**src/verilog/pwrRegPkg.sv**
```systemverilog
package pwrRegPkg;

  // ----------------------------------------------------------------------
  // Control register port geometry
  // ----------------------------------------------------------------------

  // Read and write data width
  localparam int regDataWidth = 32;

  // Byte address width of the register window
  localparam int regAddrWidth = 4;

  // ----------------------------------------------------------------------
  // Register map
  // ----------------------------------------------------------------------

  // Low-power request, read/write, bit n belongs to domain n
  localparam logic [regAddrWidth-1:0] addrReq = 4'h0;

  // Shutoff status, read only, bit n high while domain n is cycling
  localparam logic [regAddrWidth-1:0] addrStatus = 4'h4;

endpackage

```
**src/verilog/pwrSeqPkg.sv**
```systemverilog
package pwrSeqPkg;

  // ----------------------------------------------------------------------
  // Shutoff sequencer state encoding
  // ----------------------------------------------------------------------

  // Power-down half runs Init to PwrOff, restore half runs PwrOn1 to RstClr
  typedef enum logic [3:0]
  {
    Init        = 4'd0,
    ClkOff      = 4'd1,
    Wait1       = 4'd2,
    Isolate     = 4'd3,
    SaveEdge    = 4'd4,
    PrePwrOff   = 4'd5,
    PwrOff      = 4'd6,
    PwrOn1      = 4'd7,
    PwrOn2      = 4'd8,
    RestoreEdge = 4'd9,
    Wait2       = 4'd10,
    DeIsolate   = 4'd11,
    ClkOn       = 4'd12,
    Wait3       = 4'd13,
    RstClr      = 4'd14
  } pwrSeqState;

  // ----------------------------------------------------------------------
  // Settle interval limits
  // ----------------------------------------------------------------------

  // Longest supported settle interval in PwrOn2, in clock cycles
  localparam int maxSettleCycles = 255;

  // Settle counter width follows from the limit above
  localparam int settleCntWidth = $clog2(maxSettleCycles + 1);

endpackage
```
**src/verilog/pwrCtrlTop.sv**
```systemverilog
`timescale 1ns/1ps

module pwrCtrlTop
  import pwrRegPkg::*, pwrSeqPkg::*;
#(
  parameter int numDomains   = 3,
  parameter int settleCycles = 28
)
(
  input  logic                    pclk24,
  input  logic                    nprst24,

  // Register port
  input  logic                    regWrite,
  input  logic [regAddrWidth-1:0] regAddr,
  input  logic [regDataWidth-1:0] regWdata,
  output logic [regDataWidth-1:0] regRdata,

  // Per-domain controls, bit n for domain n
  output logic [numDomains-1:0]   gateClk,
  output logic [numDomains-1:0]   isolate,
  output logic [numDomains-1:0]   saveEdge,
  output logic [numDomains-1:0]   restoreEdge,
  output logic [numDomains-1:0]   pwr1On,
  output logic [numDomains-1:0]   pwr2On,
  output logic [numDomains-1:0]   nonSrpgRstN
);

  logic [numDomains-1:0] reqBits;
  logic [numDomains-1:0] setStatus;
  logic [numDomains-1:0] clrStatus;

  // ----------------------------------------------------------------------
  // Parameter range checks
  // ----------------------------------------------------------------------

  if (numDomains < 1 || numDomains > 8)
  begin : gBadDomains
    $error("numDomains must be between 1 and 8");
  end

  if (settleCycles < 1 || settleCycles > maxSettleCycles)
  begin : gBadSettle
    $error("settleCycles must be between 1 and maxSettleCycles");
  end

  // ----------------------------------------------------------------------
  // Register block and one sequencer per domain
  // ----------------------------------------------------------------------

  pwrRegBlock #(
    .numDomains (numDomains)
  ) uRegBlock (
    .pclk24    (pclk24),
    .nprst24   (nprst24),
    .regWrite  (regWrite),
    .regAddr   (regAddr),
    .regWdata  (regWdata),
    .regRdata  (regRdata),
    .setStatus (setStatus),
    .clrStatus (clrStatus),
    .reqBits   (reqBits)
  );

  for (genvar n = 0; n < numDomains; n++)
  begin : gDomain
    pwrDomainSeq #(
      .settleCycles (settleCycles)
    ) uSeq (
      .pclk24      (pclk24),
      .nprst24     (nprst24),
      .lowPwrReq   (reqBits[n]),
      .setStatus   (setStatus[n]),
      .clrStatus   (clrStatus[n]),
      .gateClk     (gateClk[n]),
      .isolate     (isolate[n]),
      .saveEdge    (saveEdge[n]),
      .restoreEdge (restoreEdge[n]),
      .pwr1On      (pwr1On[n]),
      .pwr2On      (pwr2On[n]),
      .nonSrpgRstN (nonSrpgRstN[n])
    );
  end

endmodule

```
**src/verilog/pwrRegBlock.sv**
```systemverilog
`timescale 1ns/1ps

module pwrRegBlock
  import pwrRegPkg::*;
#(
  parameter int numDomains = 3
)
(
  input  logic                    pclk24,
  input  logic                    nprst24,

  // Register write strobe and address/data
  input  logic                    regWrite,
  input  logic [regAddrWidth-1:0] regAddr,
  input  logic [regDataWidth-1:0] regWdata,

  // Combinational read data
  output logic [regDataWidth-1:0] regRdata,

  // Pulses from the sequencers
  input  logic [numDomains-1:0]   setStatus,
  input  logic [numDomains-1:0]   clrStatus,

  // Request levels to the sequencers
  output logic [numDomains-1:0]   reqBits
);

  logic [numDomains-1:0] reqReg;
  logic [numDomains-1:0] statusReg;

  // ----------------------------------------------------------------------
  // Request register
  // ----------------------------------------------------------------------

  // Only the request address is writable, upper data bits dropped
  always_ff @(posedge pclk24 or negedge nprst24)
  begin
    if (!nprst24)
      reqReg <= '0;
    else if (regWrite && regAddr == addrReq)
      reqReg <= regWdata[numDomains-1:0];
  end

  assign reqBits = reqReg;

  // ----------------------------------------------------------------------
  // Status register
  // ----------------------------------------------------------------------

  // Set on shutoff start, cleared when the restore completes
  always_ff @(posedge pclk24 or negedge nprst24)
  begin
    if (!nprst24)
      statusReg <= '0;
    else
      statusReg <= (statusReg | setStatus) & ~clrStatus;
  end

  // ----------------------------------------------------------------------
  // Read mux
  // ----------------------------------------------------------------------

  always_comb
  begin
    // Unmapped addresses read zero
    regRdata = '0;
    case (regAddr)
      addrReq:
        regRdata[numDomains-1:0] = reqReg;
      addrStatus:
        regRdata[numDomains-1:0] = statusReg;
      default:
        regRdata = '0;
    endcase
  end

  // ----------------------------------------------------------------------
  // Checks
  // ----------------------------------------------------------------------

  // A sequencer never sets and clears its status bit at once
  aNoSetAndClear: assert property (@(posedge pclk24) disable iff (!nprst24)
    (setStatus & clrStatus) == '0);

endmodule

```
**src/verilog/pwrDomainSeq.sv**
```systemverilog
`timescale 1ns/1ps

module pwrDomainSeq
  import pwrSeqPkg::*;
#(
  parameter int settleCycles = 28
)
(
  input  logic pclk24,
  input  logic nprst24,

  // Level from the request register
  input  logic lowPwrReq,

  // Status register pulses
  output logic setStatus,
  output logic clrStatus,

  // Domain controls
  output logic gateClk,
  output logic isolate,
  output logic saveEdge,
  output logic restoreEdge,
  output logic pwr1On,
  output logic pwr2On,
  output logic nonSrpgRstN
);

  pwrSeqState state;
  pwrSeqState nextState;

  // Counts cycles spent in PwrOn2
  logic [settleCntWidth-1:0] settleCnt;

  // Registered reset release for non-retention flops
  logic rstRelease;

  logic settleDone;

  // ----------------------------------------------------------------------
  // Next state logic
  // ----------------------------------------------------------------------

  // Last settle cycle reached
  assign settleDone = (settleCnt == settleCntWidth'(settleCycles - 1));

  always_comb
  begin
    nextState = state;
    unique case (state)
      // Wait for software to ask for shutoff
      Init:
        if (lowPwrReq)
          nextState = ClkOff;
      ClkOff:
        nextState = Wait1;
      // Give the clock gate a cycle to settle
      Wait1:
        nextState = Isolate;
      Isolate:
        nextState = SaveEdge;
      SaveEdge:
        nextState = PrePwrOff;
      PrePwrOff:
        nextState = PwrOff;
      // Stay down until the request is dropped
      PwrOff:
        if (!lowPwrReq)
          nextState = PwrOn1;
      PwrOn1:
        nextState = PwrOn2;
      // Secondary switch on, hold for the settle interval
      PwrOn2:
        if (settleDone)
          nextState = RestoreEdge;
      RestoreEdge:
        nextState = Wait2;
      Wait2:
        nextState = DeIsolate;
      DeIsolate:
        nextState = ClkOn;
      ClkOn:
        nextState = Wait3;
      // Clock running again before reset release
      Wait3:
        nextState = RstClr;
      RstClr:
        nextState = Init;
      default:
        nextState = Init;
    endcase
  end

  always_ff @(posedge pclk24 or negedge nprst24)
  begin
    if (!nprst24)
      state <= Init;
    else
      state <= nextState;
  end

  // ----------------------------------------------------------------------
  // Settle counter
  // ----------------------------------------------------------------------

  // Runs only while staying in PwrOn2, zero everywhere else
  always_ff @(posedge pclk24 or negedge nprst24)
  begin
    if (!nprst24)
      settleCnt <= '0;
    else if (state == PwrOn2 && nextState == PwrOn2)
      settleCnt <= settleCnt + 1'b1;
    else
      settleCnt <= '0;
  end

  // ----------------------------------------------------------------------
  // Registered control outputs, all decoded from the next state
  // ----------------------------------------------------------------------

  always_ff @(posedge pclk24 or negedge nprst24)
  begin
    if (!nprst24)
    begin
      gateClk     <= 1'b0;
      isolate     <= 1'b0;
      saveEdge    <= 1'b0;
      restoreEdge <= 1'b0;
      // Both switches on out of reset
      pwr1On      <= 1'b1;
      pwr2On      <= 1'b1;
      rstRelease  <= 1'b0;
    end
    else
    begin
      // Clock runs only around the idle state
      gateClk     <= !(nextState inside {ClkOn, Wait3, RstClr, Init});
      // Isolation spans save, power off and restore
      isolate     <= nextState inside {Isolate, SaveEdge, PrePwrOff, PwrOff,
                                       PwrOn1, PwrOn2, RestoreEdge, Wait2};
      saveEdge    <= (nextState == SaveEdge);
      restoreEdge <= (nextState == RestoreEdge);
      // Main switch first on, secondary one cycle later
      pwr1On      <= (nextState != PwrOff);
      pwr2On      <= !(nextState inside {PwrOff, PwrOn1});
      // Non-retention reset held from power off until RstClr
      rstRelease  <= nextState inside {Init, ClkOff, Wait1, Isolate, SaveEdge,
                                       PrePwrOff, RstClr};
    end
  end

  // System reset also forces the non-retention reset
  assign nonSrpgRstN = rstRelease & nprst24;

  // Status pulses for the register block
  assign setStatus = (nextState == ClkOff);
  assign clrStatus = (state == RstClr);

  // ----------------------------------------------------------------------
  // Sequence checks
  // ----------------------------------------------------------------------

  // Isolation follows the clock gate by two cycles
  aIsoAfterGate: assert property (@(posedge pclk24) disable iff (!nprst24)
    $rose(gateClk) |-> ##2 $rose(isolate));

  // Both switches drop together
  aPwrOffTogether: assert property (@(posedge pclk24) disable iff (!nprst24)
    $fell(pwr1On) |-> $fell(pwr2On));

  // Secondary switch on one cycle behind the main one
  aPwr2AfterPwr1: assert property (@(posedge pclk24) disable iff (!nprst24)
    $rose(pwr1On) |=> pwr2On);

  // State save only with the domain powered
  aSaveWhilePowered: assert property (@(posedge pclk24) disable iff (!nprst24)
    !(saveEdge && !pwr1On));

endmodule

```
**config.mk**
```make
export PLATFORM = sky130hd
export DESIGN_NAME = pwrCtrlTop
export DESIGN_NICKNAME = d
export VERILOG_FILES = /design/src/verilog/pwrRegPkg.sv /design/src/verilog/pwrSeqPkg.sv /design/src/verilog/pwrCtrlTop.sv /design/src/verilog/pwrRegBlock.sv /design/src/verilog/pwrDomainSeq.sv
export SDC_FILE = /design/constraint.sdc
export NUM_CORES = 1
export LEC_CHECK = 0
export BUFFER_PORTS_ARGS = -buffer_cell sky130_fd_sc_hd__buf_2
export CAP_MARGIN = 20
export CORE_MARGIN = 3
export CORE_UTILIZATION = 47
export CTS_CLUSTER_DIAMETER = 200
export DETAILED_ROUTE_END_ITERATION = 10
export GPL_TIMING_DRIVEN = 0
export PLACE_DENSITY = 0.76
export SYNTH_ARGS = -nofsm -noshare
export SYNTH_HDL_FRONTEND = slang
export SYNTH_SLANG_ARGS = --single-unit
export TNS_END_PERCENT = 30
```
**constraint.sdc**
```tcl
create_clock -name pclk24 -period 1.55 [get_ports pclk24]
set_input_delay 0.0775 -clock pclk24 [delete_from_list [all_inputs] [get_ports pclk24]]
set_output_delay 0.0775 -clock pclk24 [all_outputs]
set_load 0.02 [all_outputs]
```
==> run_results.csv, run 1 <==
group,metric,value,unit
final_layout,top_register,"gDomain.uSeq.settleCnt",
place,place_area,3735,sq um
grt,grt_pass1_wl,10140,um
timing,post-route-period-util,108.7,%
final_layout,layout_commonest_cell,"dfrtp_1",
floorplanning,die_h,90.07,um
clock_tree,clkLatencyLatePin,340,ps
synthesis,synth_seq_cells,63,
timing,grt_setup_unrepaired,"yes",
synthesis,ys_seq_area_share,47.68,%
synthesis,synth_ff_type,"dfrtp_1",
floorplanning,die-area,8113,sq um
final_layout,post-route-cell-area,4103,sq um
final_layout,drive_above_1_share,29.53,%
place,hpwlAfterDp,4075,um
status,status,"finished, violations left",
final_layout,regArea,1584,sq um
detailed_routing,ant_nets,0,
final_layout,nNetsFinal,467,
grt,grt-ovfl-total,0,
final_layout,multi_input_area,1455,sq um
synthesis,synthArstFlopShare,100.0,%
clock_tree,cts_tree,"built",
pwr,leakage,1.877,nW
floorplanning,ios,92,
setup_path,start_kind,"flop",
grt,antenna_found_initial,0,
timing,max_freq,0.5933,GHz
floorplanning,core,6832,sq um
final_layout,layout_common_cells,"dfrtp_1 (57), buf_4 (52), o21ai_0 (34), buf_2 (32), conb_1 (29)",
run,maxCapViolations,0,
detailed_routing,drt_iter0_drc,87,
setup_path,crit_path_max_fanout,3,
timing,setup_ws,-135.4,ps
final_layout,largestRegisters,"gDomain.uSeq.settleCnt: 24 flops, gDomain.uSeq.state: 12 flops",
detailed_routing,drc,0,
final_layout,insertedDiodeCount,0,
clock_tree,cts.path.max_buffers,2,
timing,setup_violations,8,
detailed_routing,wire_per_inst,11.60,um
clock_tree,clk_pin_slew,70,ps
floorplanning,start_util,48.63,%
floorplanning,core.rowCount,30,
grt,grt_pass1_vias,2394,
synthesis,synth_cell_types,51,
hold_path,min_path_type,"input port to flop",
synthesis,ys_warn_count,0,
detailed_routing,firstDrtPassIters,4,
synthesis,syn_area,3322,sq um
status,violations,"setup timing",
grt,track_usage,15.11,%
setup_path,cp-end-kind,"flop",
final_layout,fin_util,60.05,%
synthesis,syn_inst,342,
timing,finalClockSkew,12.80,ps
detailed_routing,vias_per_cell,4.890,
final_layout,largest_reg_flops,24,
synthesis,syn_area_per_cell,9.713,sq um
final_layout,syn_to_final_growth,23.50,%
pwr,p_per_area,1466,nW/um^2
pwr,p_total,6.015,mW
final_layout,fillerInstances,590,
clock_tree,cts.sinks,63,
floorplanning,die_w,90.07,um
clock_tree,cts_buffers,9,
pwr,ir_worst_vdd,0.5955,mV
place,port_buffers,33,
detailed_routing,routed_wl,6099,um
timing,drv_slew,0,
place,place.gp.congestion,0.7888,
clock_tree,cts-root-buf,"clkbuf_8",
timing,finalHoldViolCount,0,
synthesis,synth_edf_count,0,
clock_tree,cts_htree_levels,3,
grt,grt_max_degree,41,
setup_path,critical_path_class,"flop to flop",
timing,setup_tns,-378.5,ps
timing,fin_crit,1685,ps
setup_path,critical_path_arrival,1930,ps
setup_path,r2r_slack,-140,ps
setup_path,cp.required,1790,ps
detailed_routing,vias,2572,
-- what timing repair did --
| action | 4_1_cts | 5_1_grt |
|---|---|---|
| pin swaps | 5 | 3 |
| endpoints found under the hold margin | 34 | 31 |
| buffers inserted | 2 | 0 |
| gates resized for setup | 6 | 3 |
| hold buffers | 3 | 5 |
| cloned | 0 | 0 |
| endpoints found under the setup margin | 21 | 13 |
-- layer usage --
| layer | up-vias | share of wire [%] | wire length, um | global-route usage (%) |
|---|---|---|---|---|
| li1 | 1279 | - | - | - |
| met1 | 1213 | 43 | 2600 | 17.42 |
| met2 | 70 | 51 | 3112 | 25.64 |
| met3 | 10 | 4.7 | 284 | 4.435 |
| met4 | 0 | 1.6 | 100 | 7.398 |
| met5 | - | 0 | 0 | 0 |
-- through the flow --
step / setup WS, ps / hold WS (ps) / cells
2_1_floorplan: -115.1 / -218.1 / 370
3_3_place_gp: -226.4 / 316.5 / 499
3_5_place_dp: -213.0 / 233.2 / 500
4_1_cts: -140.6 / -147.7 / 521
5_1_grt: -186.4 / 243.0 / 526
6_report: -135.4 / 250.7 / 526
-- cell families after synthesis --
logic type               after synthesis  share of synthesized area [%]
AO/OA/AOI/OAI                         73                          13.45
XOR/XNOR                               9                          2.373
adder cells (fa/ha/maj)                3                          1.130
buffers and inverters                 67                          13.22
flip-flops                            63                          47.68
multiplexers                           6                          1.921
other                                  1                         0.1129
AND/OR/NAND/NOR                      120                          20.11
-- layout make-up --
class                           instances  area share, %
Buffer                                 62          10.25
Multi-Input combinational cell        240          35.47
Tap cell                               96          2.928
Sequential cell                        63          38.61
Inverter                                5         0.4575
Clock buffer                           13          3.629
Timing Repair Buffer                   44          7.624
Clock inverter                          3          1.037
-- worst paths after layout --
kind	startpoint	endpoint	cells after the start
max	gDomain[0].uSeq.settleCnt[0]	gDomain[0].uSeq.state[0]	4
min	regWrite	uRegBlock.reqBits[1]	3
max reg2reg	gDomain[0].uSeq.settleCnt[0]	gDomain[0].uSeq.state[0]	4
min reg2reg	gDomain[2].uSeq.settleCnt[0]	gDomain[2].uSeq.settleCnt[0]	1
max in group asynchronous	nprst24	gDomain[1].uSeq.state[3]	5
min in group asynchronous	nprst24	gDomain[0].uSeq.pwr2On	2
-- synthesized netlist by cell type (2+ instances only) --
cell type | n | share of area [%]
nand3_1 | 9 | 1.4
a31o_2 | 2 | 0.53
or3_1 | 11 | 2.1
buf_4 | 50 | 11
nor4b_1 | 5 | 1.3
nand2b_1 | 4 | 0.75
xor2_1 | 4 | 1.1
or4b_2 | 3 | 0.90
or4_1 | 3 | 0.68
a21boi_0 | 2 | 0.45
buf_1 | 2 | 0.23
a21o_1 | 6 | 1.4
mux2i_1 | 3 | 0.90
xnor2_1 | 5 | 1.3
inv_1 | 5 | 0.57
dfstp_2 | 6 | 4.7
nor3_1 | 3 | 0.45
and2_1 | 3 | 0.57
ha_1 | 3 | 1.1
a211o_1 | 2 | 0.53
clkbuf_1 | 10 | 1.1
a21oi_1 | 17 | 2.6
nand4_1 | 3 | 0.57
and3b_1 | 2 | 0.53
o21ai_0 | 34 | 5.1
dfrtp_1 | 57 | 43
nor2b_1 | 11 | 2.1
mux2_2 | 3 | 1.0
nand2_1 | 27 | 3.1
nor2_1 | 26 | 2.9
-- worst max-delay path, stage by stage (launching register included) --
cell and delay (ps):
dfrtp_1 390, ha_4 140, or4b_4 480, or3_4 360
a311oi_2 240
-- where the power goes --
part / internal (mW) / leakage [nW] / switching, mW
sequential: 2.08 / 0.790 / 0.247
combinational: 1.01 / 0.993 / 1.30
clock: 0.786 / 0.0936 / 0.593
Power figures use the tool's default switching activity.
==> run 2: changes to the inputs <==
Settings changed: BUFFER_PORTS_ARGS -buffer_cell sky130_fd_sc_hd__buf_2 to default, CORE_UTILIZATION 47 to 57, DONT_BUFFER_PORTS from default to 1, PLACE_DENSITY 0.76 to 0.75, SKIP_CTS_REPAIR_TIMING from default to 1.
==> run_results.csv, run 2 (synthesis results as in run 1) <==
group,metric,value,unit
setup_path,crit_path_max_fanout,3,
clock_tree,cts.sinks,63,
place,post-place-cells,442,
pwr,swShare,36.27,%
timing,post-route-period-util,114.9,%
pwr,p_clk_share,23.4,%
place,port_buffers,0,
setup_path,cp.depth,4,
final_layout,fillerInstances,450,
timing,finalClockSkew,9.577,ps
grt,grt_pass1_wl,9397,um
clock_tree,cts.path.max_buffers,2,
pwr,leakage,1.737,nW
final_layout,largest_reg_flops,24,
clock_tree,cts_buffers,9,
floorplanning,start_util,59.60,%
clock_tree,cts-root-buf,"clkbuf_8",
pwr,p_seq_share,39.5,%
run,maxCapViolations,0,
pwr,intPower,3.735,mW
detailed_routing,routed_wl,6286,um
setup_path,critical_path_class,"flop to flop",
pwr,p_per_area,1509,nW/um^2
final_layout,layout_common_cells,"dfrtp_1 (57), buf_4 (55), o21ai_0 (33), conb_1 (29), nand2_1 (27)",
final_layout,drive_above_1_share,25.00,%
pwr,ir_worst_vdd,0.8745,mV
hold_path,min_path_type,"input port to flop",
floorplanning,die_w,82.34,um
final_layout,largestRegisters,"gDomain.uSeq.settleCnt: 24 flops, gDomain.uSeq.state: 12 flops",
setup_path,cpLargestDelayFamily,"simple AND/OR/NAND/NOR gates",
setup_path,cp-end-kind,"flop",
final_layout,stdcell_count,468,
final_layout,nNetsFinal,433,
grt,antenna_found_initial,0,
place,hpwlAfterDp,4002,um
floorplanning,ios,92,
detailed_routing,vias,2441,
grt,grt_pass1_vias,2181,
grt,track_usage,18.22,%
place,place_area,3520,sq um
floorplanning,core.rowCount,27,
final_layout,top_register,"gDomain.uSeq.settleCnt",
place,place.gp.congestion,0.7962,
floorplanning,core,5574,sq um
timing,max_slew_margin,66.45,%
floorplanning,die_h,82.34,um
status,status,"finished, violations left",
timing,fin_crit,1780,ps
grt,grt-ovfl-total,0,
clock_tree,cts_htree_levels,3,
detailed_routing,ant_nets,0,
timing,grt_setup_unrepaired,"yes",
setup_path,r2r_cells,4,
hold_path,hold_depth,2,
final_layout,layout_commonest_cell,"dfrtp_1",
timing,finalHoldViolCount,0,
detailed_routing,vias_per_cell,5.216,
timing,setup_violations,10,
pwr,p_sw,2.125,mW
final_layout,insertedDiodeCount,0,
clock_tree,cts_tree,"built",
clock_tree,clk_pin_slew,70,ps
grt,grt_max_degree,67,
timing,tightest_slew,502.0,ps
detailed_routing,firstDrtPassIters,4,
setup_path,cp.required,1790,ps
timing,drv_slew,0,
setup_path,crit_buf_inv,0,
floorplanning,die-area,6780,sq um
setup_path,critical_path_arrival,2020,ps
setup_path,cp_slowest_stage_delay,470,ps
final_layout,syn_to_final_growth,16.91,%
setup_path,slowest_stage,"or4b_4",
status,violations,"setup timing",
final_layout,post-route-cell-area,3884,sq um
setup_path,worstPathCellList,"ha_4 > or4b_4 > or3_4 > a311oi_2",
detailed_routing,wire_per_inst,13.43,um
detailed_routing,drc,0,
final_layout,fin_util,69.67,%
timing,setup_ws,-230.3,ps
setup_path,start_kind,"flop",
timing,max_freq,0.5617,GHz
pwr,power_frac_comb,37.2,%
clock_tree,clkLatencyLatePin,340,ps
detailed_routing,drt_iter0_drc,171,
==> run 2: cell types whose count changed in the layout (fill, tap and decap cells not counted), sizes merged <==
cell / delta
buf: -32
dlygate4sd3: -1
bufinv: -1
==> run 2: power by group through the flow <==
stage | Clock [mW] | Sequential [mW] | Combinational, mW
floorplan | 0 | 2.26 | 1.78
global placement | 0 | 2.32 | 2.01
detailed placement | 0 | 2.32 | 2.06
CTS | 1.40 | 2.29 | 2.07
global route | 1.47 | 2.37 | 2.42
finish | 1.37 | 2.31 | 2.18
==> run 2: area by class of cell <==
cell class                      count  area (sq um)  area share (%)
Buffer                             62         421.7           10.86
Clock inverter                      2         12.51          0.3222
Timing Repair Buffer               10         105.1           2.706
Tap cell                           72         90.09           2.320
Clock buffer                       14         182.7           4.704
Multi-Input combinational cell    240          1469           37.82
Sequential cell                    63          1584           40.79
Inverter                            5         18.77          0.4832
==> run 2: per-layer routing <==
metal,part of all wire [%],wire length [um],global-route usage [%]
met5,0,0,0
met4,2.1,131,9.801
met3,4.9,309,4.555
met2,48,3024,28.93
met1,45,2820,22.81
==> run 2: stage by stage <==
| stage | TNS, ps | hold slack, ps | setup slack, ps | power, mW |
|---|---|---|---|---|
| 5_1_grt | -2326 | 96.42 | -266.5 | 6.256 |
| 3_3_place_gp | -2074 | -216.8 | -212.9 | 4.322 |
| 3_5_place_dp | -2362 | -216.6 | -226.1 | 4.380 |
| 4_1_cts | -2675 | -587.8 | -244.4 | 5.765 |
| 2_1_floorplan | -499.6 | -218.1 | -115.1 | 4.046 |
| 6_report | -1705 | 95.49 | -230.3 | 5.861 |
==> run 2: worst register-to-register path, delay by kind of cell, from the launching register on <==
kind / cells / cell delay (ps)
adder cells (fa/ha/maj): 1 / 160
AO/OA/AOI/OAI: 1 / 280
flip-flops: 1 / 410
AND/OR/NAND/NOR: 2 / 830
==> run 2: final timing paths <==
| path | startpoint | to | slack (ps) |
|---|---|---|---|
| min in group asynchronous | nprst24 | gDomain[0].uSeq.rstRelease | 260 |
| max | gDomain[0].uSeq.settleCnt[0] | gDomain[0].uSeq.state[0] | -230 |
| min | regAddr[2] | uRegBlock.reqBits[0] | 100 |
| max reg2reg | gDomain[0].uSeq.settleCnt[0] | gDomain[0].uSeq.state[0] | -230 |
| min reg2reg | gDomain[2].uSeq.settleCnt[0] | gDomain[2].uSeq.settleCnt[0] | 520 |
| max in group asynchronous | nprst24 | gDomain[1].uSeq.pwr2On | 990 |
